--- src/pov_pkg.sv ---
`default_nettype none

package pov_pkg;

    // Display geometry
    localparam int MULTIPLEXING   = 8;
    localparam int LED_PER_DRIVER = 16;
    localparam int ROW_SIZE       = 80;
    localparam int COLUMN_SIZE    = 48;
    localparam int IMAGE_SIZE     = ROW_SIZE * COLUMN_SIZE;
    localparam int N_LANES        = 30;
    localparam int LANE_DEPTH     = MULTIPLEXING * LED_PER_DRIVER;
    localparam int POKER_MODE     = 9;

    // Bus widths and counter widths
    localparam int RAM_ADDR_W = 32;
    localparam int PIXEL_W    = 16;
    localparam int APB_ADDR_W = 8;
    localparam int APB_DATA_W = 32;
    localparam int BLANK_W    = 16;
    localparam int MUL_W      = $clog2(MULTIPLEXING);
    localparam int LED_W      = $clog2(LED_PER_DRIVER);
    localparam int SLOT_W     = $clog2(POKER_MODE);
    localparam int ROW_W      = $clog2(COLUMN_SIZE);
    localparam int COL_W      = $clog2(ROW_SIZE);

    // Two interleaved drivers per 16 pixel wide block, five blocks across
    localparam int LANES_PER_BAND = 2 * ROW_SIZE / LED_PER_DRIVER;

    localparam logic [BLANK_W-1:0] BLANK_DEFAULT = BLANK_W'(80);

    // APB register map
    localparam logic [APB_ADDR_W-1:0] REG_RAM_BASE  = 8'h0;
    localparam logic [APB_ADDR_W-1:0] REG_BLANK_LEN = 8'h4;
    localparam logic [APB_ADDR_W-1:0] REG_SLICE_CNT = 8'h8;

    // RGB565 with red on top and blue at the bottom
    typedef logic [PIXEL_W-1:0] pixel_t;
    typedef logic [4:0] lane_idx_t;
    typedef logic [6:0] lane_addr_t;

    // Drivers sit in bands of 16 rows, neighbours share a block column by column parity
    function automatic lane_idx_t lane_of(input logic [ROW_W-1:0] row,
                                          input logic [COL_W-1:0] col);
        return lane_idx_t'(int'(row[ROW_W-1:LED_W]) * LANES_PER_BAND
                           + int'(col[COL_W-1:LED_W]) * 2 + int'(col[0]));
    endfunction

    // LED row selects the group of 8, the column pair selects the multiplexed column
    function automatic lane_addr_t lane_addr_of(input logic [ROW_W-1:0] row,
                                                input logic [COL_W-1:0] col);
        return {row[LED_W-1:0], col[LED_W-1:1]};
    endfunction

    // Returns the pixel bit for a colour and slot, the top bit flags a padding slot
    // Green fills slots 8 to 3, red and blue only slots 8 to 4
    function automatic logic [4:0] slot_bit(input logic [1:0] rgb,
                                            input logic [SLOT_W-1:0] slot);
        if (rgb == 2'd1) begin
            return (slot >= SLOT_W'(3)) ? {1'b0, 4'(slot + 4'd2)} : 5'b10000;
        end
        if (slot < SLOT_W'(4)) begin
            return 5'b10000;
        end
        return (rgb == 2'd0) ? {1'b0, 4'(slot + 4'd7)} : {1'b0, 4'(slot - 4'd4)};
    endfunction

endpackage

`default_nettype wire

--- src/pov_if.sv ---
`timescale 1ns/1ps
`default_nettype none


// Scan position broadcast by the sequencer
interface scan_if;
    import pov_pkg::*;

    logic              active;
    logic              show_bank;
    logic [MUL_W-1:0]  mul_idx;
    logic [LED_W-1:0]  led_idx;
    logic [1:0]        rgb_idx;
    logic [SLOT_W-1:0] bit_idx;
    logic              sync;

    modport source (
        output active, show_bank, mul_idx, led_idx, rgb_idx, bit_idx, sync
    );
    // Lanes only need the read position
    modport lane (input show_bank, mul_idx, led_idx, rgb_idx, bit_idx);
    // The collector only needs the framing
    modport collector (input active, sync);
endinterface

`default_nettype wire

--- src/lane_collector.sv ---
`timescale 1ns/1ps
`default_nettype none

module lane_collector (
    input  logic                        clk_33,
    input  logic                        nrst,
    input  logic [pov_pkg::N_LANES-1:0] lane_bits,
    scan_if.collector                   scan,
    output logic [pov_pkg::N_LANES-1:0] data,
    output logic                        sync
);
    import pov_pkg::*;

    // Framing delayed to line up with the lane read latency
    logic active_d;
    logic sync_d;

    always_ff @(posedge clk_33) begin
        if (!nrst) begin
            active_d <= 1'b0;
            sync_d   <= 1'b0;
            data     <= '0;
            sync     <= 1'b0;
        end else begin
            active_d <= scan.active;
            sync_d   <= scan.sync;
            // Blanking cycles go out as all zero whatever the lanes hold
            data     <= active_d ? lane_bits : {N_LANES{1'b0}};
            sync     <= sync_d;
        end
    end

endmodule

`default_nettype wire

--- src/flat_wrapper.sv ---
// flat-port wrapper written by rule: the top's interface ports become plain ports
module lane_collector_flat import pov_pkg::*;
  (clk_33, nrst, lane_bits, data, sync, scan_active, scan_sync);
  scan_if scan_i ();
  input  logic clk_33;
  input  logic nrst;
  input  logic [pov_pkg::N_LANES-1:0] lane_bits;
  output logic [pov_pkg::N_LANES-1:0] data;
  output logic sync;
  input wire logic [$bits(scan_i.active)-1:0] scan_active;
  input wire logic [$bits(scan_i.sync)-1:0] scan_sync;
  assign scan_i.active = scan_active;
  assign scan_i.sync = scan_sync;
  lane_collector u_core (.clk_33(clk_33), .nrst(nrst), .lane_bits(lane_bits), .scan(scan_i), .data(data), .sync(sync));
endmodule
--- config.mk ---
export PLATFORM = sky130hd
export DESIGN_NAME = lane_collector_flat
export DESIGN_NICKNAME = d
export VERILOG_FILES = /design/src/pov_pkg.sv /design/src/pov_if.sv /design/src/lane_collector.sv /design/src/flat_wrapper.sv
export SDC_FILE = /design/constraint.sdc
export NUM_CORES = 1
export LEC_CHECK = 0
export CAP_MARGIN = 40
export CELL_PAD_IN_SITES_DETAIL_PLACEMENT = 0
export CELL_PAD_IN_SITES_GLOBAL_PLACEMENT = 1
export CORE_MARGIN = 2
export CORE_UTILIZATION = 41
export DETAILED_ROUTE_END_ITERATION = 12
export DONT_BUFFER_PORTS = 1
export PLACE_DENSITY_LB_ADDON = 0.2
export SLEW_MARGIN = 15
export SYNTH_ARGS = -nofsm -noshare
export SYNTH_HDL_FRONTEND = slang
export SYNTH_SLANG_ARGS = --single-unit
--- constraint.sdc ---
create_clock -name clk_33 -period 0.8 [get_ports clk_33]
set_input_delay 0.16 -clock clk_33 [delete_from_list [all_inputs] [get_ports clk_33]]
set_output_delay 0.16 -clock clk_33 [all_outputs]
set_load 0.01 [all_outputs]
# Word level (Yosys, flattened, before mapping)
# Index checks and enable logic that the tools add are counted.
[totals] regBits=33 latchBits=0 mem_bits_rw=0 rom_bits=0 input_bits=34 out_inout_bits=31 elab_cells=5 memories=0
[op_classes] n_addsub=0 mul=0 div_mod_pow=0 order_cmp=0 n_eq_ne=0 shift=0 n_mux=0 bitwise_logic=0 n_reduce_logical=1
[ops] cell="$reduce_and A2 Y1" count=1

# Logic depth before layout (Yosys ltp)
[logic_depth] ltp_word=1 ltp_mapped=2 depth_no_buf=1

# Least setup slack after synthesis
# Ideal clock, no wire load.
[synth_timing] kind="register to register" from="register u_core.active_d" to="register u_core.data[17] in the netlist's numbering" setup_ns=0.116 t_arrival_ns=0.624 slack_ns=0.059 stages_incl_launch_ff=3 path_buffers=1 cell_sequence="dfxtp_1 > buf_2 > and3_2"
[synth_between] elab_chain_cells=1
[synth_rtl] element="from (decl)" line_no="lane_collector.sv:15" rtl="logic active_d;"
[synth_rtl] element="from (signal assigned)" line_no="lane_collector.sv:25" rtl="active_d <= scan.active;"
[synth_rtl] element="$reduce_and A2 Y1 (no source line)"
[synth_rtl] element="to (signal assigned)" line_no="lane_collector.sv:28" rtl="data <= active_d ? lane_bits : {N_LANES{1'b0}};"
[synth_rtl] element="to (decl)" line_no="lane_collector.sv:9" rtl="output logic [pov_pkg::N_LANES-1:0] data,"
# No other way between the ends.
# A chain may end at the register's enable or synchronous reset.

# Worst setup path in the final report
[layout_timing] from="register u_core.data[23] in the netlist's numbering" to="output data[23] in the netlist's numbering"
[layout_rtl] element="to (decl)" line_no="flat_wrapper.sv:8" rtl="output logic [pov_pkg::N_LANES-1:0] data;"
# No word-level cell between the ends.

==> impl_metrics.csv <==
group,metric,value,unit
floorplan,fp.dieW,51.5,um
setup_path,path_class,"reg -> out",
setup_path,cp.required,640,ps
finish,final_common_cell,"dlygate4sd3_1",
logic_synthesis,ys_top_cells_by_area,"dfxtp_1, and3_2, and3_1",
timing,clock_skew,4.22,ps
clocking,numCtsBuffers,5,
placed_design,place_ws,4.90,ps
clocking,cts_setup_buffers,0,
clocking,clockBufferDepth,2,
logic_synthesis,synth.area.mux_share,0,
finish,n_fill_cell,155,
min_path,hp-class,"in -> reg",
global_routing,grt_pass1_vias,639,
timing,period_share,1.06,
finish,fin_nets,144,
logic_synthesis,synth_cell_types,6,
clocking,clk_pin_slew,90,ps
timing,finalHoldViolCount,3,
timing,max_slew.worst_pin.slew,112,ps
clocking,root_buffer,"clkbuf_4",
timing,fmax,1.18,GHz
global_routing,grt_start_max_net_pins,34,
finish,layout_common_cells,"dlygate4sd3_1, dfxtp_2, and3_4",
logic_synthesis,syn_nets,106,
clocking,cts_tree,"yes",
timing,setup_slack,-45.2,ps
pwr,ir_worst_vdd,1.23,mV
drt,first_pass_iters,2,
finish,ff_latch_area,703,um2
logic_synthesis,yosysTopAreaCell,"dfxtp_1",
setup_path,end_kind,"primary output",
placed_design,place_inst,97,
status,outcome,"finished with violations",
global_routing,antenna_found_initial,0,
flow_run,drv_cap,0,
timing,relSlewSlack,0.925,
status,violations,"hold timing, setup timing",
drt,drcViolationCount,0,
drt,drt_iter0_drc,1,
timing,slew_violations,0,
logic_synthesis,synthAdderAreaFrac,0,
logic_synthesis,syn_area,925,um2
drt,final_antenna_net_count,0,
floorplan,num_rows,17,
floorplan,die_h,51.5,um
drt,drt_wl_total,2200,um
floorplan,die-area,2650,um2
finish,drive_gt1_frac,0.640,
timing,setup_viol,35,
placed_design,gp_congestion,0.564,
drt,wl_per_cell,15.8,um
finish,area_growth,65.8,%
logic_synthesis,postSynthAreaPerCell,12.8,um2
timing,timing.hold.ws,-46.5,ps
pwr,total_power,2850,uW
placed_design,port_buffers,0,
global_routing,grt.overflow.total,0,
drt,routed-via-count,670,
logic_synthesis,synth_top_area_share,0.714,
logic_synthesis,synth-simple-area-share,0.253,
clocking,worstSkewPairLatency,320,ps
finish,multiInputGateArea,352,um2
setup_path,worstPathArrival,690,ps
pwr,cellPowerDensity,1860,nW/um2
global_routing,grt_pass1_wl,2950,um
logic_synthesis,synth_warnings,0,
logic_synthesis,synth_seq_area_share,0.714,
floorplan,start_util,0.426,
floorplan,core,2170,um2
pwr,p_leak,0.000615,uW
finish,num_antenna_cells,0,
clocking,h-tree-depth,2,
timing,rsz0062_at_grt,"true",
logic_synthesis,syn_inst,72,
timing,period_minus_slack,845,ps
drt,via_per_inst,4.82,
logic_synthesis,synth_compound_area_frac,0,
clocking,cts_sinks,33,
finish,post-route-util,0.706,
logic_synthesis,synth_seq_cells,33,
logic_synthesis,synth_xor_xnor_area_share,0,
finish,final_cells,139,
floorplan,io_pins,65,
setup_path,cp-start-kind,"flip-flop",
global_routing,grt_usage,0.167,
setup_path,cp_max_fo,1,
logic_synthesis,synth_top_family_by_area,"simple AND/OR/NAND/NOR gates",
synthesized netlist by cell type (all sizes together):
cell	count
clkbuf	4
dfxtp	33
and2	3
buf	2
and3	30
final cells by class:
| class | instances | share of cell area |
|---|---|---|
| tap | 28 | 0.0229 |
| sequential | 33 | 0.459 |
| clock buffer | 8 | 0.0318 |
| timing repair buffer | 37 | 0.257 |
| multi-input combinational | 33 | 0.229 |
path summary, 6_finish.rpt:
check | start | to | slack [ps] | cells after the start
worst max register to register | u_core.active_d | u_core.data[6] | -10 | 2
worst max-delay path | u_core.data[23] | data[23] | -50 | 0
worst min-delay path | nrst | u_core.sync | -50 | 1
worst min register to register | u_core.sync_d | u_core.sync | 450 | 1
report_power, final:
part / leakage [uW] / switching (uW) / internal, uW
clock network: 0.0000265 / 503 / 350
registers: 0.000284 / 45.1 / 1700
logic: 0.000305 / 61.0 / 191
total: 0.000615 / 609 / 2240
cell families (layout without fill, tap and decap cells):
logic type             Yosys count  in the layout
and+or+nand+nor                 33             33
DFF                             33             33
buffers and inverters            6             45
per-stage QoR:
stage	hold slack, ps	cell area [um2]	setup TNS (ps)
after floorplan	282	925	0
after global placement	286	952	0
after detailed placement	287	952	0
after CTS	-56.8	1340	-1550
after global routing	-67.8	1530	-2320
final	-46.5	1530	-1110
per-layer routing:
| layer | global-route usage | wire (um) | vias up |
|---|---|---|---|
| li1 | - | - | 318 |
| met3 | 0.0690 | 198 | 5 |
| met1 | 0.161 | 786 | 305 |
| met5 | 0 | 0 | - |
| met4 | 0.132 | 31 | 0 |
| met2 | 0.280 | 1180 | 42 |
flip-flops by register name, summed over array words and instances, names as in the netlist:
| signal | flops |
|---|---|
| u_core.sync_d | 1 |
| u_core.sync | 1 |
| u_core.data | 30 |
| u_core.active_d | 1 |
timing repair:
item	4_1_cts	5_1_grt
gates resized for setup	34	34
pin swaps	0	19
hold buffers	29	3
cloned	0	2
hold endpoints to repair	33	25
endpoints found under the setup margin	42	49
(Power assumes the default switching activity.)
