===== src/pov_pkg.sv =====
`default_nettype none

package pov_pkg;

    // Display geometry
    localparam int MULTIPLEXING   = 8;
    localparam int LED_PER_DRIVER = 16;
    localparam int ROW_SIZE       = 80;
    localparam int COLUMN_SIZE    = 48;
    localparam int IMAGE_SIZE     = ROW_SIZE * COLUMN_SIZE;
    localparam int N_LANES        = 30;
    localparam int LANE_DEPTH     = MULTIPLEXING * LED_PER_DRIVER;
    localparam int POKER_MODE     = 9;

    // Bus widths and counter widths
    localparam int RAM_ADDR_W = 32;
    localparam int PIXEL_W    = 16;
    localparam int APB_ADDR_W = 8;
    localparam int APB_DATA_W = 32;
    localparam int BLANK_W    = 16;
    localparam int MUL_W      = $clog2(MULTIPLEXING);
    localparam int LED_W      = $clog2(LED_PER_DRIVER);
    localparam int SLOT_W     = $clog2(POKER_MODE);
    localparam int ROW_W      = $clog2(COLUMN_SIZE);
    localparam int COL_W      = $clog2(ROW_SIZE);

    // Two interleaved drivers per 16 pixel wide block, five blocks across
    localparam int LANES_PER_BAND = 2 * ROW_SIZE / LED_PER_DRIVER;

    localparam logic [BLANK_W-1:0] BLANK_DEFAULT = BLANK_W'(80);

    // APB register map
    localparam logic [APB_ADDR_W-1:0] REG_RAM_BASE  = 8'h0;
    localparam logic [APB_ADDR_W-1:0] REG_BLANK_LEN = 8'h4;
    localparam logic [APB_ADDR_W-1:0] REG_SLICE_CNT = 8'h8;

    // RGB565 with red on top and blue at the bottom
    typedef logic [PIXEL_W-1:0] pixel_t;
    typedef logic [4:0] lane_idx_t;
    typedef logic [6:0] lane_addr_t;

    // Drivers sit in bands of 16 rows, neighbours share a block column by column parity
    function automatic lane_idx_t lane_of(input logic [ROW_W-1:0] row,
                                          input logic [COL_W-1:0] col);
        return lane_idx_t'(int'(row[ROW_W-1:LED_W]) * LANES_PER_BAND
                           + int'(col[COL_W-1:LED_W]) * 2 + int'(col[0]));
    endfunction

    // LED row selects the group of 8, the column pair selects the multiplexed column
    function automatic lane_addr_t lane_addr_of(input logic [ROW_W-1:0] row,
                                                input logic [COL_W-1:0] col);
        return {row[LED_W-1:0], col[LED_W-1:1]};
    endfunction

    // Returns the pixel bit for a colour and slot, the top bit flags a padding slot
    // Green fills slots 8 to 3, red and blue only slots 8 to 4
    function automatic logic [4:0] slot_bit(input logic [1:0] rgb,
                                            input logic [SLOT_W-1:0] slot);
        if (rgb == 2'd1) begin
            return (slot >= SLOT_W'(3)) ? {1'b0, 4'(slot + 4'd2)} : 5'b10000;
        end
        if (slot < SLOT_W'(4)) begin
            return 5'b10000;
        end
        return (rgb == 2'd0) ? {1'b0, 4'(slot + 4'd7)} : {1'b0, 4'(slot - 4'd4)};
    endfunction

endpackage

`default_nettype wire


===== src/pov_if.sv =====
`timescale 1ns/1ps
`default_nettype none

// Write port from the slice loader into the lane memories
interface pixel_wr_if;
    import pov_pkg::*;

    logic       valid;
    logic       bank;
    lane_idx_t  lane;
    lane_addr_t addr;
    pixel_t     pixel;

    // No back-pressure, every lane just watches for its own index
    modport loader (output valid, bank, lane, addr, pixel);
    modport target (input valid, bank, lane, addr, pixel);
endinterface


`default_nettype wire


===== src/slice_loader.sv =====
`timescale 1ns/1ps
`default_nettype none

module slice_loader (
    input  logic                           clk_33,
    input  logic                           nrst,
    input  logic [7:0]                     enc_position,
    input  logic                           enc_sync,
    input  logic [pov_pkg::RAM_ADDR_W-1:0] ram_base,
    output logic [pov_pkg::RAM_ADDR_W-1:0] ram_addr,
    input  pov_pkg::pixel_t                ram_data,
    output logic                           load_done,
    output logic                           load_bank,
    pixel_wr_if.loader                     wr
);
    import pov_pkg::*;

    // Issue stage, position of the word whose address is on the bus
    logic             issue;
    logic [ROW_W-1:0] row;
    logic [COL_W-1:0] col;
    logic             last;
    // Write stage, one cycle later when the RAM answers
    logic             wr_valid;
    logic             wr_last;
    lane_idx_t        wr_lane;
    lane_addr_t       wr_addr;
    logic             done_seen;

    assign last = (row == ROW_W'(COLUMN_SIZE - 1)) && (col == COL_W'(ROW_SIZE - 1));

    always_ff @(posedge clk_33) begin
        if (!nrst) begin
            issue     <= 1'b0;
            load_bank <= 1'b0;
            ram_addr  <= '0;
            row       <= '0;
            col       <= '0;
        end else if (enc_sync) begin
            // A sync mid-load simply restarts into the other bank
            issue     <= 1'b1;
            load_bank <= ~load_bank;
            ram_addr  <= ram_base + RAM_ADDR_W'(enc_position) * RAM_ADDR_W'(IMAGE_SIZE);
            row       <= '0;
            col       <= '0;
        end else if (issue) begin
            ram_addr <= ram_addr + 1'b1;
            if (last) begin
                issue <= 1'b0;
            end
            if (col == COL_W'(ROW_SIZE - 1)) begin
                col <= '0;
                row <= row + 1'b1;
            end else begin
                col <= col + 1'b1;
            end
        end
    end

    // The word in flight at a restart belongs to the old slice and is dropped
    always_ff @(posedge clk_33) begin
        if (!nrst) begin
            wr_valid <= 1'b0;
            wr_last  <= 1'b0;
        end else begin
            wr_valid <= issue && !enc_sync;
            wr_last  <= issue && last && !enc_sync;
        end
    end

    // Lane position follows the address by one cycle like the RAM data does
    always_ff @(posedge clk_33) begin
        wr_lane <= lane_of(row, col);
        wr_addr <= lane_addr_of(row, col);
    end

    assign wr.valid  = wr_valid;
    assign wr.bank   = load_bank;
    assign wr.lane   = wr_lane;
    assign wr.addr   = wr_addr;
    assign wr.pixel  = ram_data;
    assign load_done = wr_last;

    // Tracks the idle gap between a finished load and the next encoder sync
    always_ff @(posedge clk_33) begin
        if (!nrst || enc_sync) begin
            done_seen <= 1'b0;
        end else if (load_done) begin
            done_seen <= 1'b1;
        end
    end

    // Once a slice is complete the lanes must not be written until a new sync
    assert property (@(posedge clk_33) disable iff (!nrst) done_seen |-> !wr.valid);

endmodule

`default_nettype wire


===== src/flat_wrapper.sv =====
// flat-port wrapper written by rule: the top's interface ports become plain ports
module slice_loader_flat import pov_pkg::*;
  (clk_33, nrst, enc_position, enc_sync, ram_base, ram_addr, ram_data, load_done, load_bank, wr_valid, wr_bank, wr_lane, wr_addr, wr_pixel);
  pixel_wr_if wr_i ();
  input  logic clk_33;
  input  logic nrst;
  input  logic [7:0] enc_position;
  input  logic enc_sync;
  input  logic [pov_pkg::RAM_ADDR_W-1:0] ram_base;
  output logic [pov_pkg::RAM_ADDR_W-1:0] ram_addr;
  input  pov_pkg::pixel_t ram_data;
  output logic load_done;
  output logic load_bank;
  output wire logic [$bits(wr_i.valid)-1:0] wr_valid;
  output wire logic [$bits(wr_i.bank)-1:0] wr_bank;
  output wire logic [$bits(wr_i.lane)-1:0] wr_lane;
  output wire logic [$bits(wr_i.addr)-1:0] wr_addr;
  output wire logic [$bits(wr_i.pixel)-1:0] wr_pixel;
  assign wr_valid = wr_i.valid;
  assign wr_bank = wr_i.bank;
  assign wr_lane = wr_i.lane;
  assign wr_addr = wr_i.addr;
  assign wr_pixel = wr_i.pixel;
  slice_loader u_core (.clk_33(clk_33), .nrst(nrst), .enc_position(enc_position), .enc_sync(enc_sync), .ram_base(ram_base), .ram_addr(ram_addr), .ram_data(ram_data), .load_done(load_done), .load_bank(load_bank), .wr(wr_i));
endmodule

===== config.mk =====
export PLATFORM = sky130hd
export DESIGN_NAME = slice_loader_flat
export DESIGN_NICKNAME = d
export VERILOG_FILES = /design/src/pov_pkg.sv /design/src/pov_if.sv /design/src/slice_loader.sv /design/src/flat_wrapper.sv
export SDC_FILE = /design/constraint.sdc
export NUM_CORES = 1
export LEC_CHECK = 0
export BUFFER_PORTS_ARGS = -buffer_cell sky130_fd_sc_hd__buf_2
export CAP_MARGIN = 30
export CORE_MARGIN = 2
export CORE_UTILIZATION = 48
export CTS_CLUSTER_DIAMETER = 40
export DETAILED_ROUTE_END_ITERATION = 8
export HOLD_SLACK_MARGIN = 0.05
export PLACE_DENSITY = 0.87
export SYNTH_ARGS = -nofsm -noshare
export SYNTH_HDL_FRONTEND = slang
export SYNTH_SLANG_ARGS = --single-unit

===== constraint.sdc =====
create_clock -name clk_33 -period 4 [get_ports clk_33]
set_input_delay 0.2 -clock clk_33 [delete_from_list [all_inputs] [get_ports clk_33]]
set_output_delay 0.2 -clock clk_33 [all_outputs]
set_load 0.01 [all_outputs]

==> Yosys cells after proc, flatten, opt, wreduce, memory -nomap -nowiden <==
Cells that the tools add are included.
{ "word_totals": {"ff_bits": 61, "latch_bits": 0, "mem_bits_rw": 0, "mem_bits_ro": 0, "in_bits": 59, "out_inout_bits": 64, "elab_cells": 35, "memories": 0} }
{ "classes": {"add_sub_neg": 6, "multipliers": 2, "div_mod_pow": 0, "n_lt_le_gt_ge": 0, "eq_ne": 2, "n_shift": 0, "n_mux": 6, "bitwise": 2, "reduce_logical": 8} }
{ "op_table": {"columns": ["operator", "n"], "rows": [
  ["two-way mux 32 bit", 2],
  ["adder 32 x 1 -> 32 bit, second input constant", 1],
  ["adder 32 x 20 -> 32 bit", 1],
  ["multiplier 8 x 4 -> 12 bit, second input constant", 1],
  ["adder 7 x 1 -> 7 bit, second input constant", 1],
  ["== test 7 bit, second input constant", 1],
  ["two-way mux 7 bit", 1],
  ["adder 6 x 1 -> 6 bit, second input constant", 1],
  ["== test 6 bit, second input constant", 1],
  ["adder 5 x 2 -> 5 bit", 1],
  ["adder 5 bit", 1],
  ["logical AND 1 bit", 4],
  ["multiplier 2 x 3 -> 4 bit, second input constant", 1],
  ["two-way mux 1 bit", 3],
  ["inverter 1 bit", 2],
  ["AND reduction 2 bit", 1],
  ["nonzero test 2 bit", 1],
  ["OR reduction 2 bit", 1],
  ["zero test 1 bit", 1]
]} }

==> Longest topological paths before layout <==
{ "logic_depth": {"word_depth": 5, "ltp_mapped": 18, "ltp_nobuf": 18} }

==> Worst setup path before layout <==
Ideal clock, no wire load.
{ "synth_path": {"path_type": "input-to-reg", "start": "input enc_position[0]", "end": "register u_core.ram_addr[31] in the netlist's numbering", "setup_ps": 117, "arrival_time_ps": 4022, "t_required_ps": 3883, "setup_slack_ps": -139, "cell_stages": 16, "path_buffers": 0, "path_cell_list": "fa_1 > fa_1 > fa_1 > a21o_1 > a21oi_1 > o21bai_1 > a2111oi_0 > nor3_1 > xor2_1 > ha_1 > a21oi_1 > nor2b_1 > o21ai_0 > nand3_2 > a211oi_1 > and4b_1"} }
{ "synth_between": {"elab_chain_len": 3} }
{ "synth_lines": {"columns": ["element", "line", "text"], "rows": [
  ["start: declaration", "flat_wrapper.sv:7", "input logic [7:0] enc_position;"],
  ["multiplier 8 x 4 -> 12 bit", "slice_loader.sv:43", "ram_addr <= ram_base + RAM_ADDR_W'(enc_position) * RAM_ADDR_W'(IMAGE_SIZE);"],
  ["adder 32 x 20 -> 32 bit", "slice_loader.sv:43", null],
  ["two-way mux 32 bit", "slice_loader.sv:39", "end else if (enc_sync) begin"],
  ["end signal: assignment", "slice_loader.sv:43", null],
  ["end signal: assignment", "slice_loader.sv:47", "ram_addr <= ram_addr + 1'b1;"],
  ["end: declaration", "slice_loader.sv:10", "output logic [pov_pkg::RAM_ADDR_W-1:0] ram_addr,"]
]} }
Every way passes these cells.
A chain may end at the register's enable or synchronous reset.

==> Final worst setup path <==
{ "layout_path": {"start": "input enc_position[0]", "end": "register u_core.ram_addr[30] in the netlist's numbering"} }
The elaborated chain is that of the path after synthesis.

==> flow_summary.json <==
{
  "netlist_area_um2": 4470,
  "worst_hold_slack_ns": 0.0976,
  "setup_violations": 0,
  "yosysTopAreaCell": "dfxtp_1",
  "synth.top_cell.area_share": 0.273,
  "layout.cells.non_filler": 760,
  "area_delta_synth_final_pct": 24.5,
  "yosysUniqueCellTypes": 50,
  "cts_buffer_depth": 2,
  "tns_ns": 0,
  "finalHoldViolCount": 0,
  "htreeDepth": 3,
  "drv_slew": 0,
  "cts.sinks": 61,
  "portBuffers": 90,
  "crit_path_end_kind": "register",
  "skew_ns": 0.0135,
  "antenna_found_initial": 0,
  "syn_inst": 532,
  "reg2reg_slack_ns": 1.80,
  "post-place-cells": 734,
  "synth-seq-area-share": 0.273,
  "critical_path_class": "in2reg",
  "layout.nets": 752,
  "final.min_clock_period_ns": 3.95,
  "die_area_um2": 10100,
  "hp-class": "in2reg",
  "ys_seq_elements": 61,
  "postSynthNetCount": 640,
  "die_y_um": 100,
  "grt_use_total": 0.221,
  "p_per_area_nw_per_um2": 478,
  "hpwl_um": 8320,
  "period_share": 0.989,
  "multi_input_area_um2": 3040,
  "diodes": 0,
  "clock_latency_ns": 0.34,
  "path_clk_slew_ns": 0.08,
  "tightest_slew_ns": 0.784,
  "rsz0062_at_grt": "yes",
  "crit_fanout": 5,
  "grt_max_degree": 46,
  "num_vias": 4245,
  "cts_root_buf": "clkbuf_8",
  "drt_iter0_markers": 258,
  "synth_area_leaders": "dfxtp_1, ha_1, xnor2_1",
  "io-pin-count": 123,
  "max_slew_margin": 0.477,
  "yosysWarnings": 0,
  "start_util": 0.488,
  "numCtsBuffers": 9,
  "post-route-util": 0.607,
  "synth-edff-count": 0,
  "fmax_ghz": 0.253,
  "num_rows": 35,
  "vias_per_cell": 5.59,
  "fp.coreArea_um2": 9150,
  "gr-total-overflow": 0,
  "cp.required_ns": 4.24,
  "drc": 0,
  "holdBufCountCts": 0,
  "postSynthAreaPerCell_um2": 8.39,
  "run_status": "finished, final reports clean",
  "finalPower_w": 0.00266,
  "die_x_um": 100,
  "wirelength_um": 11000,
  "async_reset_ff_frac": 0,
  "wire_per_inst_um": 14.5,
  "max-vdd-ir-drop_uv": 273,
  "maxCapViolations": 0,
  "seq_area_um2": 1220,
  "leakage_nw": 2.53,
  "grt_pass1_vias": 4148,
  "startpoint_type": "primary input",
  "gp_congestion": 0.808,
  "critPathArrivalTime_ns": 4.19,
  "first_pass_iters": 4,
  "layout-drive-gt1-share": 0.287,
  "cts_tree": "built",
  "fillers": 763,
  "synth_ff_type": "dfxtp_1",
  "antenna_left": 0,
  "grt_first_pass_wirelength_um": 18300
}
worst max-delay path, stage by stage:
cell       delay [ns]
buf_6            0.10
fa_1             0.52
fa_1             0.54
fa_2             0.36
a21o_1           0.17
a21oi_2          0.17
o21bai_2         0.10
a2111oi_2        0.35
nor3_1           0.10
xor2_1           0.15
ha_1             0.35
or2_4            0.29
a21oi_4          0.14
a41oi_4          0.06
buf_6            0.15
and3_4           0.15
o311a_1          0.28
per-layer routing:
metal / up-vias / track usage / share of wire
li1: 2082 / - / -
met2: 144 / 0.403 / 0.52
met5: - / 0 / 0
met4: 0 / 0.0854 / 0.020
met1: 1996 / 0.253 / 0.41
met3: 23 / 0.0451 / 0.055
timing repair:
action	4_1_cts	5_1_grt
endpoints found under the setup margin	8	13
buffers inserted	3	7
hold endpoints to repair	0	0
pin swaps	4	21
gates resized for setup	5	24
power breakdown:
| group | internal, W | switching, W |
|---|---|---|
| Sequential | 0.000662 | 0.0000652 |
| Combinational | 0.000693 | 0.000695 |
| Clock | 0.000290 | 0.000253 |
| Total | 0.00165 | 0.00101 |
per-stage QoR:
stage	setup slack (ns)	cell area, um^2
after floorplan	-0.00712	4520
after global placement	-0.278	5160
after detailed placement	-0.443	5160
after CTS	-0.000183	5400
after global routing	-0.0637	5560
final	0.0457	5560
path summary, 6_finish.rpt:
path                    endpoint  cells after the start            start
min           u_core.ram_addr[1]                      3      ram_base[1]
min reg2reg    u_core.wr.addr[0]                      0    u_core.col[1]
max reg2reg  u_core.ram_addr[31]                      6     u_core.issue
max          u_core.ram_addr[30]                     17  enc_position[0]
logic make-up (layout without fill, tap and decap cells):
kind of cell	Yosys count	after routing	synth area share
simple gates	190	190	0.214
xor+xnor	56	56	0.110
buf+inv	69	186	0.0759
compound gates	101	101	0.150
flops	61	61	0.273
fa+ha+maj	49	49	0.163
mux	6	6	0.0134
sequential cells by signal, indices dropped and copies added (netlist names):
name,cells
u_core.wr.addr,7
u_core.row,6
u_core.issue,1
u_core.ram_addr,32
u_core.load_bank,1
u_core.load_done,1
u_core.wr.lane,5
u_core.col,7
u_core.wr.valid,1
synth_stat cells, drive strengths merged (6+ instances only):
cell    instances
nand3          18
nor2           57
a21o            8
buf            24
inv            33
a211oi         18
ha             34
and4           10
xnor2          35
mux2i           6
fa             15
dfxtp          61
a21oi          29
nand4          22
and3           15
nand2          35
clkbuf         12
o21ai          15
nor3           17
xor2           21
cells in the final DEF (no fill, tap or decap), drive strengths merged, types with 4 or more instances in the layout:
cell type and count:
ha 34, xnor2 35, and4 10, mux2i 6, xor2 21, nor2 57
fa 15, nand4 22, o21ai 15, and2 5, o211ai 4, a211oi 18
and3 15, inv 34, a21oi 29, o22ai 4, nor2b 5, clkbuf 9
buf 137, nor3 17, nand2 35, dfxtp 61, a21o 8, nand3 18
layout make-up:
class,instances,share of cell area
clock buffer,9,0.0223
clock inverter,7,0.0133
inverter,33,0.0230
multi-input combinational,402,0.548
sequential,61,0.220
tap,111,0.0250
timing repair buffer,137,0.149
Note: power is estimated with default switching activity, not from simulation.
