[config.mk]
export PLATFORM = sky130hd
export DESIGN_NAME = scan_sequencer_flat
export DESIGN_NICKNAME = d
export VERILOG_FILES = /design/src/pov_pkg.sv /design/src/pov_if.sv /design/src/scan_sequencer.sv /design/src/flat_wrapper.sv
export SDC_FILE = /design/constraint.sdc
export NUM_CORES = 1
export LEC_CHECK = 0
export BUFFER_PORTS_ARGS = -buffer_cell sky130_fd_sc_hd__buf_4
export CAP_MARGIN = 5
export CORE_MARGIN = 4
export CORE_UTILIZATION = 52
export DETAILED_ROUTE_END_ITERATION = 16
export PLACE_DENSITY = 0.74
export SYNTH_ARGS = -nofsm -noshare
export SYNTH_HDL_FRONTEND = slang
export SYNTH_SLANG_ARGS = --single-unit
[constraint.sdc]
create_clock -name clk_33 -period 3.8 [get_ports clk_33]
set_clock_uncertainty 0.2 [all_clocks]
set_input_delay 0.19 -clock clk_33 [delete_from_list [all_inputs] [get_ports clk_33]]
set_output_delay 0.19 -clock clk_33 [all_outputs]
set_load 0.01 [all_outputs]
[src/pov_pkg.sv]
`default_nettype none

package pov_pkg;

    // Display geometry
    localparam int MULTIPLEXING   = 8;
    localparam int LED_PER_DRIVER = 16;
    localparam int ROW_SIZE       = 80;
    localparam int COLUMN_SIZE    = 48;
    localparam int IMAGE_SIZE     = ROW_SIZE * COLUMN_SIZE;
    localparam int N_LANES        = 30;
    localparam int LANE_DEPTH     = MULTIPLEXING * LED_PER_DRIVER;
    localparam int POKER_MODE     = 9;

    // Bus widths and counter widths
    localparam int RAM_ADDR_W = 32;
    localparam int PIXEL_W    = 16;
    localparam int APB_ADDR_W = 8;
    localparam int APB_DATA_W = 32;
    localparam int BLANK_W    = 16;
    localparam int MUL_W      = $clog2(MULTIPLEXING);
    localparam int LED_W      = $clog2(LED_PER_DRIVER);
    localparam int SLOT_W     = $clog2(POKER_MODE);
    localparam int ROW_W      = $clog2(COLUMN_SIZE);
    localparam int COL_W      = $clog2(ROW_SIZE);

    // Two interleaved drivers per 16 pixel wide block, five blocks across
    localparam int LANES_PER_BAND = 2 * ROW_SIZE / LED_PER_DRIVER;

    localparam logic [BLANK_W-1:0] BLANK_DEFAULT = BLANK_W'(80);

    // APB register map
    localparam logic [APB_ADDR_W-1:0] REG_RAM_BASE  = 8'h0;
    localparam logic [APB_ADDR_W-1:0] REG_BLANK_LEN = 8'h4;
    localparam logic [APB_ADDR_W-1:0] REG_SLICE_CNT = 8'h8;

    // RGB565 with red on top and blue at the bottom
    typedef logic [PIXEL_W-1:0] pixel_t;
    typedef logic [4:0] lane_idx_t;
    typedef logic [6:0] lane_addr_t;

    // Drivers sit in bands of 16 rows, neighbours share a block column by column parity
    function automatic lane_idx_t lane_of(input logic [ROW_W-1:0] row,
                                          input logic [COL_W-1:0] col);
        return lane_idx_t'(int'(row[ROW_W-1:LED_W]) * LANES_PER_BAND
                           + int'(col[COL_W-1:LED_W]) * 2 + int'(col[0]));
    endfunction

    // LED row selects the group of 8, the column pair selects the multiplexed column
    function automatic lane_addr_t lane_addr_of(input logic [ROW_W-1:0] row,
                                                input logic [COL_W-1:0] col);
        return {row[LED_W-1:0], col[LED_W-1:1]};
    endfunction

    // Returns the pixel bit for a colour and slot, the top bit flags a padding slot
    // Green fills slots 8 to 3, red and blue only slots 8 to 4
    function automatic logic [4:0] slot_bit(input logic [1:0] rgb,
                                            input logic [SLOT_W-1:0] slot);
        if (rgb == 2'd1) begin
            return (slot >= SLOT_W'(3)) ? {1'b0, 4'(slot + 4'd2)} : 5'b10000;
        end
        if (slot < SLOT_W'(4)) begin
            return 5'b10000;
        end
        return (rgb == 2'd0) ? {1'b0, 4'(slot + 4'd7)} : {1'b0, 4'(slot - 4'd4)};
    endfunction

endpackage

`default_nettype wire

[src/pov_if.sv]
`timescale 1ns/1ps
`default_nettype none


// Scan position broadcast by the sequencer
interface scan_if;
    import pov_pkg::*;

    logic              active;
    logic              show_bank;
    logic [MUL_W-1:0]  mul_idx;
    logic [LED_W-1:0]  led_idx;
    logic [1:0]        rgb_idx;
    logic [SLOT_W-1:0] bit_idx;
    logic              sync;

    modport source (
        output active, show_bank, mul_idx, led_idx, rgb_idx, bit_idx, sync
    );
    // Lanes only need the read position
    modport lane (input show_bank, mul_idx, led_idx, rgb_idx, bit_idx);
    // The collector only needs the framing
    modport collector (input active, sync);
endinterface

`default_nettype wire

[src/scan_sequencer.sv]
`timescale 1ns/1ps
`default_nettype none

module scan_sequencer (
    input  logic                        clk_33,
    input  logic                        nrst,
    input  logic [pov_pkg::BLANK_W-1:0] blank_len,
    input  logic                        load_bank,
    scan_if.source                      scan
);
    import pov_pkg::*;

    logic               blanking;
    logic [BLANK_W-1:0] blank_cnt;
    logic [MUL_W-1:0]   mul_idx;
    logic [LED_W-1:0]   led_idx;
    logic [1:0]         rgb_idx;
    logic [SLOT_W-1:0]  bit_idx;
    logic               frame_end;

    // Last colour of the last LED of slot 0 in column 7
    assign frame_end = (rgb_idx == 2'd2) && (led_idx == LED_W'(LED_PER_DRIVER - 1))
                       && (bit_idx == '0) && (mul_idx == MUL_W'(MULTIPLEXING - 1));

    always_ff @(posedge clk_33) begin
        if (!nrst) begin
            blanking  <= 1'b1;
            blank_cnt <= BLANK_DEFAULT - 1'b1;
            mul_idx   <= '0;
            led_idx   <= '0;
            rgb_idx   <= '0;
            bit_idx   <= SLOT_W'(POKER_MODE - 1);
        end else if (blanking) begin
            // The counters wait at the start of column 0 while blanking runs
            if (blank_cnt == '0) begin
                blanking <= 1'b0;
            end else begin
                blank_cnt <= blank_cnt - 1'b1;
            end
        end else begin
            rgb_idx <= (rgb_idx == 2'd2) ? 2'd0 : rgb_idx + 1'b1;
            if (rgb_idx == 2'd2) begin
                led_idx <= led_idx + 1'b1;
                if (led_idx == LED_W'(LED_PER_DRIVER - 1)) begin
                    // Poker mode sends the most significant slot first
                    bit_idx <= (bit_idx == '0) ? SLOT_W'(POKER_MODE - 1) : bit_idx - 1'b1;
                    if (bit_idx == '0) begin
                        mul_idx <= mul_idx + 1'b1;
                    end
                end
            end
            // Blanking length is sampled here and held to at least two cycles
            if (frame_end) begin
                blanking  <= 1'b1;
                blank_cnt <= (blank_len < BLANK_W'(2)) ? BLANK_W'(1) : blank_len - 1'b1;
            end
        end
    end

    assign scan.active    = !blanking;
    assign scan.show_bank = ~load_bank;
    assign scan.mul_idx   = mul_idx;
    assign scan.led_idx   = led_idx;
    assign scan.rgb_idx   = rgb_idx;
    assign scan.bit_idx   = bit_idx;
    // Last blanking cycle, so it reaches the port one cycle ahead of the first data word
    assign scan.sync      = blanking && (blank_cnt == '0);

    // Sync sits in blanking and is followed straight away by the start of column 0
    assert property (@(posedge clk_33) disable iff (!nrst)
        scan.sync |-> !scan.active ##1 (scan.active && mul_idx == '0 && led_idx == '0
            && rgb_idx == '0 && bit_idx == SLOT_W'(POKER_MODE - 1)));

endmodule

`default_nettype wire

[src/flat_wrapper.sv]
// flat-port wrapper written by rule: the top's interface ports become plain ports
module scan_sequencer_flat import pov_pkg::*;
  (clk_33, nrst, blank_len, load_bank, scan_active, scan_show_bank, scan_mul_idx, scan_led_idx, scan_rgb_idx, scan_bit_idx, scan_sync);
  scan_if scan_i ();
  input  logic clk_33;
  input  logic nrst;
  input  logic [pov_pkg::BLANK_W-1:0] blank_len;
  input  logic load_bank;
  output wire logic [$bits(scan_i.active)-1:0] scan_active;
  output wire logic [$bits(scan_i.show_bank)-1:0] scan_show_bank;
  output wire logic [$bits(scan_i.mul_idx)-1:0] scan_mul_idx;
  output wire logic [$bits(scan_i.led_idx)-1:0] scan_led_idx;
  output wire logic [$bits(scan_i.rgb_idx)-1:0] scan_rgb_idx;
  output wire logic [$bits(scan_i.bit_idx)-1:0] scan_bit_idx;
  output wire logic [$bits(scan_i.sync)-1:0] scan_sync;
  assign scan_active = scan_i.active;
  assign scan_show_bank = scan_i.show_bank;
  assign scan_mul_idx = scan_i.mul_idx;
  assign scan_led_idx = scan_i.led_idx;
  assign scan_rgb_idx = scan_i.rgb_idx;
  assign scan_bit_idx = scan_i.bit_idx;
  assign scan_sync = scan_i.sync;
  scan_sequencer u_core (.clk_33(clk_33), .nrst(nrst), .blank_len(blank_len), .load_bank(load_bank), .scan(scan_i));
endmodule
==> Yosys cells after proc, flatten, opt, wreduce, memory -nomap -nowiden <==
Cells that the tools add are included.
{ "totals": {"register_bits": 30, "input_bits": 19, "word_cells": 40, "latch_bits": 0, "mem_bits_ro": 0, "out_inout_bits": 16, "ram_bits": 0, "mem_count": 0} }
{ "op_classes": {"shifts": 0, "muxes": 9, "div": 0, "n_eq_ne": 4, "addsub": 6, "bitwise": 2, "n_lt_le_gt_ge": 1, "reduce_logical": 12, "mul": 0} }
{ "ops": {"columns": ["op", "count"], "rows": [
  ["2-to-1 mux 16 bit", 4],
  ["subtractor 16 x 1 -> 16 bit (second input constant)", 2],
  ["zero test 16 bit", 1],
  ["< comparator 16 x 2 -> 1 bit (second input constant)", 1],
  ["adder 4 x 1 -> 4 bit (second input constant)", 1],
  ["== test 4 bit (second input constant)", 1],
  ["logical AND 1 bit", 4],
  ["zero test 4 bit", 1],
  ["2-to-1 mux 4 bit", 1],
  ["AND reduction 2 bit", 2],
  ["AND reduction 4 bit", 1],
  ["subtractor 4 x 1 -> 4 bit (second input constant)", 1],
  ["adder 3 x 1 -> 3 bit (second input constant)", 1],
  ["== test 3 bit (second input constant)", 1],
  ["2-to-1 mux 1 bit", 3],
  ["AND reduction 3 bit", 1],
  ["adder 2 x 1 -> 2 bit (second input constant)", 1],
  ["== test 2 bit (second input constant)", 1],
  ["2-to-1 mux 2 bit", 1],
  ["inequality test 2 bit (second input constant)", 1],
  ["inverter 1 bit", 2],
  ["nonzero test 2 bit", 1],
  ["zero test 1 bit", 1]
]} }

==> Longest topological paths before layout <==
{ "logic_depth": {"depth_word": 6, "mapped_depth": 9, "depth_no_buf": 9} }

==> Worst setup path before layout <==
OpenSTA, ideal clock, no wires.
{ "synth_path": {"kind": "register -> register", "start": "reg u_core.blank_cnt[10]", "end": "reg u_core.blank_cnt[1]", "synth_period_minus_slack_ns": 2.158, "setup_time_ns": 0.123, "path_stages_with_launch": 7, "arrival_time_ns": 1.835, "path_slack_ns": 1.642, "path_cell_list": "dfxtp_1 or4_4 o41ai_4 nand3_4 nor2_8 inv_4 o32a_2"} }
{ "synth_via": {"elab_chain_len": 3} }
{ "synth_lines": {"columns": ["item", "line_no", "rtl"], "rows": [
  ["start: declaration", "scan_sequencer.sv:14", "logic [BLANK_W-1:0] blank_cnt;"],
  ["start signal: assignment", "scan_sequencer.sv:28", "blank_cnt <= BLANK_DEFAULT - 1'b1;"],
  ["start signal: assignment", "scan_sequencer.sv:38", "blank_cnt <= blank_cnt - 1'b1;"],
  ["start signal: assignment", "scan_sequencer.sv:55", "blank_cnt <= (blank_len < BLANK_W'(2)) ? BLANK_W'(1) : blank_len - 1'b1;"],
  ["zero test 16 bit", "scan_sequencer.sv:35", "if (blank_cnt == '0) begin"],
  ["inequality test 2 bit (no source line)", null, null],
  ["AND reduction 2 bit (no source line)", null, null]
]} }
Every way passes these cells.
A chain may end at the register's enable or synchronous reset.

==> Worst setup path in the final report <==
{ "layout_path": {"start": "in blank_len[0] (netlist name)", "end": "reg u_core.blank_cnt[12]"} }
{ "layout_via": {"elab_chain_len": 4, "word_cells_on_any_way": 5, "cone_classes": "1 x add/sub; 1 x order compare; 3 x mux"} }
{ "layout_lines": {"columns": ["item", "line_no", "rtl"], "rows": [
  ["start: declaration", "flat_wrapper.sv:7", "input logic [pov_pkg::BLANK_W-1:0] blank_len;"],
  ["subtractor 16 x 1 -> 16 bit or < comparator 16 x 2 -> 1 bit (tied branches)", "scan_sequencer.sv:55", null],
  ["2-to-1 mux 16 bit *", "scan_sequencer.sv:55", null],
  ["2-to-1 mux 16 bit *", "scan_sequencer.sv:53", "if (frame_end) begin"],
  ["2-to-1 mux 16 bit *", "scan_sequencer.sv:33", "end else if (blanking) begin"]
]} }
Every way passes the cells marked *; elsewhere a longest branch is shown, timed or not. The select of a mux whose other input is x is not followed.

==> flow_metrics.py <==
metrics = {
    "outcome": {
        "status": "finished clean",
    },
    "synth": {
        "netlist_top_cells_count": "dfxtp_1 (30), nor2_1 (24), nand2_1 (15)",
        "synthFlopType": "dfxtp_1",
        "synth_most_common_cell": "dfxtp_1",
        "syn_inst": 230,
        "synth_area_leaders": "dfxtp_1 (30%), xnor2_1 (5.6%), nor2_1 (4.4%)",
        "synth_enable_flop_cells": 0,
        "ys_types": 70,
        "syn-num-nets": 255,
        "synth_seq_area_share": 0.295,
        "postSynth.asyncResetShare": 0,
        "yosysWarnings": 0,
        "synth_top_area_frac": 0.295,
        "ys_ff_latch": 30,
        "yosysTopAreaCell": "dfxtp_1",
        "synth.avg_cell_area_um2": 8.85,
        "synth_area_um2": 2040,
    },
    "timing": {
        "clock.fmax_ghz": 0.380,
        "min_period_ns": 2.63,
        "final_hold_viol_count": 0,
        "timing.final.ws_setup_ns": 1.17,
        "setup-violations-final": 0,
        "tns_ns": 0,
        "report.final.slew_viol_count": 0,
        "rsz0062_at_grt": "no",
        "tightest_slew_ns": 0.741,
        "relSlewSlack": 0.505,
        "finalCritPeriodShare": 0.692,
    },
    "cts": {
        "cts-root-buf": "clkbuf_8",
        "cts_buffers": 5,
        "ctsResizeCount": 0,
        "htree_levels": 2,
        "clkTransAtPathRegs_ns": 0.06,
        "clk_path_buf_depth": 2,
        "worstSkewPairLatency_ns": 0.28,
        "postCtsSetupBuffers": 0,
        "cts_hold_buffers": 2,
        "clock-sinks": 30,
        "cts_tree": "done",
    },
    "worst_setup_path": {
        "worst_setup_path_end_kind": "flip-flop",
        "required_ns": 3.77,
        "critical_path_class": "input pin to flip-flop",
        "r2r_slack_ns": 1.35,
        "path_max_fanout": 6,
        "r2r-start": "u_core.blanking$_SDFF_PN1_",
        "crit_chain": "dlygate4sd3_1, buf_4, inv_1, ha_1, or4b_2, nor4_1, xor2_1, and2_1, a211o_1",
        "crit_path_start": "blank_len[0]",
        "max_stage_delay_ns": 0.69,
        "start_kind": "input pin",
        "critPathSlowestCell": "or4b_2",
        "crit_arrival_ns": 2.60,
        "reg2reg_depth": 5,
        "r2r-end": "u_core.blank_cnt[7]$_SDFFE_PN0P_",
    },
    "hold_path": {
        "min_path_type": "input pin to flip-flop",
        "hp-start": "blank_len[9]",
        "holdPathEnd": "u_core.blank_cnt[9]$_SDFFE_PN0P_",
        "whs_path_depth": 3,
    },
    "route": {
        "viasPerCell": 5.92,
        "postRouteAntennaNets": 0,
        "dr_total_vias": 1877,
        "wl_per_cell_um": 15.7,
        "drc": 0,
        "wl_um": 4990,
        "initialDrtViolationCount": 166,
        "drtPass1Iterations": 4,
    },
    "floorplanning": {
        "dieArea_um2": 4980,
        "rows": 22,
        "num_io_pins": 35,
        "fp.dieW_um": 70.6,
        "initial_core_util": 0.548,
        "die_y_um": 70.6,
        "core_area_um2": 3720,
    },
    "global_route": {
        "grt_start_max_net_pins": 20,
        "antenna_found_initial": 0,
        "overflow": 0,
        "grt_pass1_vias": 1721,
        "grt_usage": 0.213,
        "grt_pass1_wl_um": 8400,
    },
    "placed_design": {
        "post-dp-hpwl_um": 3750,
        "preCtsSetupSlack_ns": 1.36,
        "port_buffers": 34,
        "gp_congestion": 0.840,
    },
    "cells_and_area": {
        "diodes": 0,
        "area_growth_pct": 19.7,
        "nets": 293,
        "final.fill_count": 336,
        "drive_gt1_frac": 0.275,
        "area.sequential_um2": 601,
        "multiInputGateArea_um2": 1370,
    },
    "pwr": {
        "leakage_nw": 0.937,
        "peakVddDrop_v": 0.000201,
        "power_density_nw_per_um2": 266,
    },
    "run": {
        "maxCapViolCount": 0,
    },
}
[how the worst max path moves through the flow]
stage | endpoint | slack [ns] | cells after the start
2_1_floorplan | u_core.blank_cnt[1]$_SDFFE_PN1P_ | 1.64 | 6
3_3_place_gp | u_core.blank_cnt[7]$_SDFFE_PN0P_ | 1.39 | 5
3_5_place_dp | u_core.blank_cnt[12]$_SDFFE_PN0P_ | 1.36 | 5
4_1_cts | u_core.blank_cnt[12]$_SDFFE_PN0P_ | 1.17 | 9
5_1_grt | u_core.blank_cnt[6]$_SDFFE_PN1P_ | 1.06 | 9
6_report | u_core.blank_cnt[12]$_SDFFE_PN0P_ | 1.17 | 9
[cells by family after synthesis]
kind of cell               count (synthesis)  synth area share
adders and majority gates                  6            0.0369
AOI/OAI and AO/OA                         50             0.204
buffers and inverters                     15            0.0326
muxes                                      4            0.0197
and+or+nand+nor                          106             0.330
xor gates and xnor gates                  19            0.0817
DFF                                       30             0.295
[metal layers]
| metal | share of wire | vias to the layer above | routed length [µm] | global-route usage |
|---|---|---|---|---|
| met5 | 0 | - | 0 | 0 |
| met4 | 0.011 | 0 | 53 | 0.0626 |
| met3 | 0.057 | 4 | 283 | 0.0497 |
| met2 | 0.46 | 56 | 2310 | 0.325 |
| met1 | 0.47 | 872 | 2340 | 0.302 |
| li1 | - | 945 | - | - |
[where the power goes]
part	switching (mW)	internal, mW
Clock	0.118	0.146
Sequential	0.00402	0.317
Combinational	0.0322	0.0299
Total	0.155	0.493
[cell usage in the layout (no fill, tap or decap), drive strengths merged, types with 2 or more instances in the layout]
cell type,n
a211o,3
a21oi,10
a221o,2
and2,4
buf,34
clkbuf,7
clkinv,2
dfxtp,30
dlygate4sd3,2
ha,6
inv,9
mux2i,4
nand2,15
nand2b,2
nand3,7
nand4,3
nor2,26
nor3,13
nor3b,3
nor4,8
o211ai,2
o21ai,11
o2bb2ai,2
o32a,3
o41ai,3
or2,4
or3,4
or4,7
or4b,2
xnor2,13
xor2,6
[through the flow]
stage	cells	util	cell area [µm²]	power [mW]	hold WS [ns]
2_1_floorplan	230	-	2040	0.358	0.0964
3_3_place_gp	307	0.626	2320	0.388	0.226
3_5_place_dp	307	0.626	2320	0.389	0.225
4_1_cts	317	0.656	2440	0.654	0.0426
5_1_grt	317	0.656	2440	0.678	0.0645
6_report	317	0.656	2440	0.648	0.0600
[cell type report]
cell class / instances / area share
clock inverter: 1 / 0.00205
tap: 48 / 0.0247
inverter: 10 / 0.0164
multi-input combinational: 185 / 0.562
timing repair buffer: 36 / 0.113
sequential: 30 / 0.247
clock buffer: 7 / 0.0354
[worst max-delay path: cells and delay by family]
kind / cells / cell delay (ns)
XOR/XNOR: 1 / 0.11
adder cells (fa/ha/maj): 1 / 0.20
buffers and inverters: 3 / 0.76
AND/OR/NAND/NOR: 3 / 1.13
AO/OA/AOI/OAI: 1 / 0.21
[flip-flops by register name, indices dropped and copies added, names as in the netlist]
| name | cells |
|---|---|
| u_core.blank_cnt | 16 |
| u_core.scan.mul_idx | 3 |
| u_core.scan.bit_idx | 4 |
| u_core.scan.led_idx | 4 |
| u_core.scan.rgb_idx | 2 |
| u_core.blanking | 1 |
Note: power is estimated with default switching activity, not from simulation.
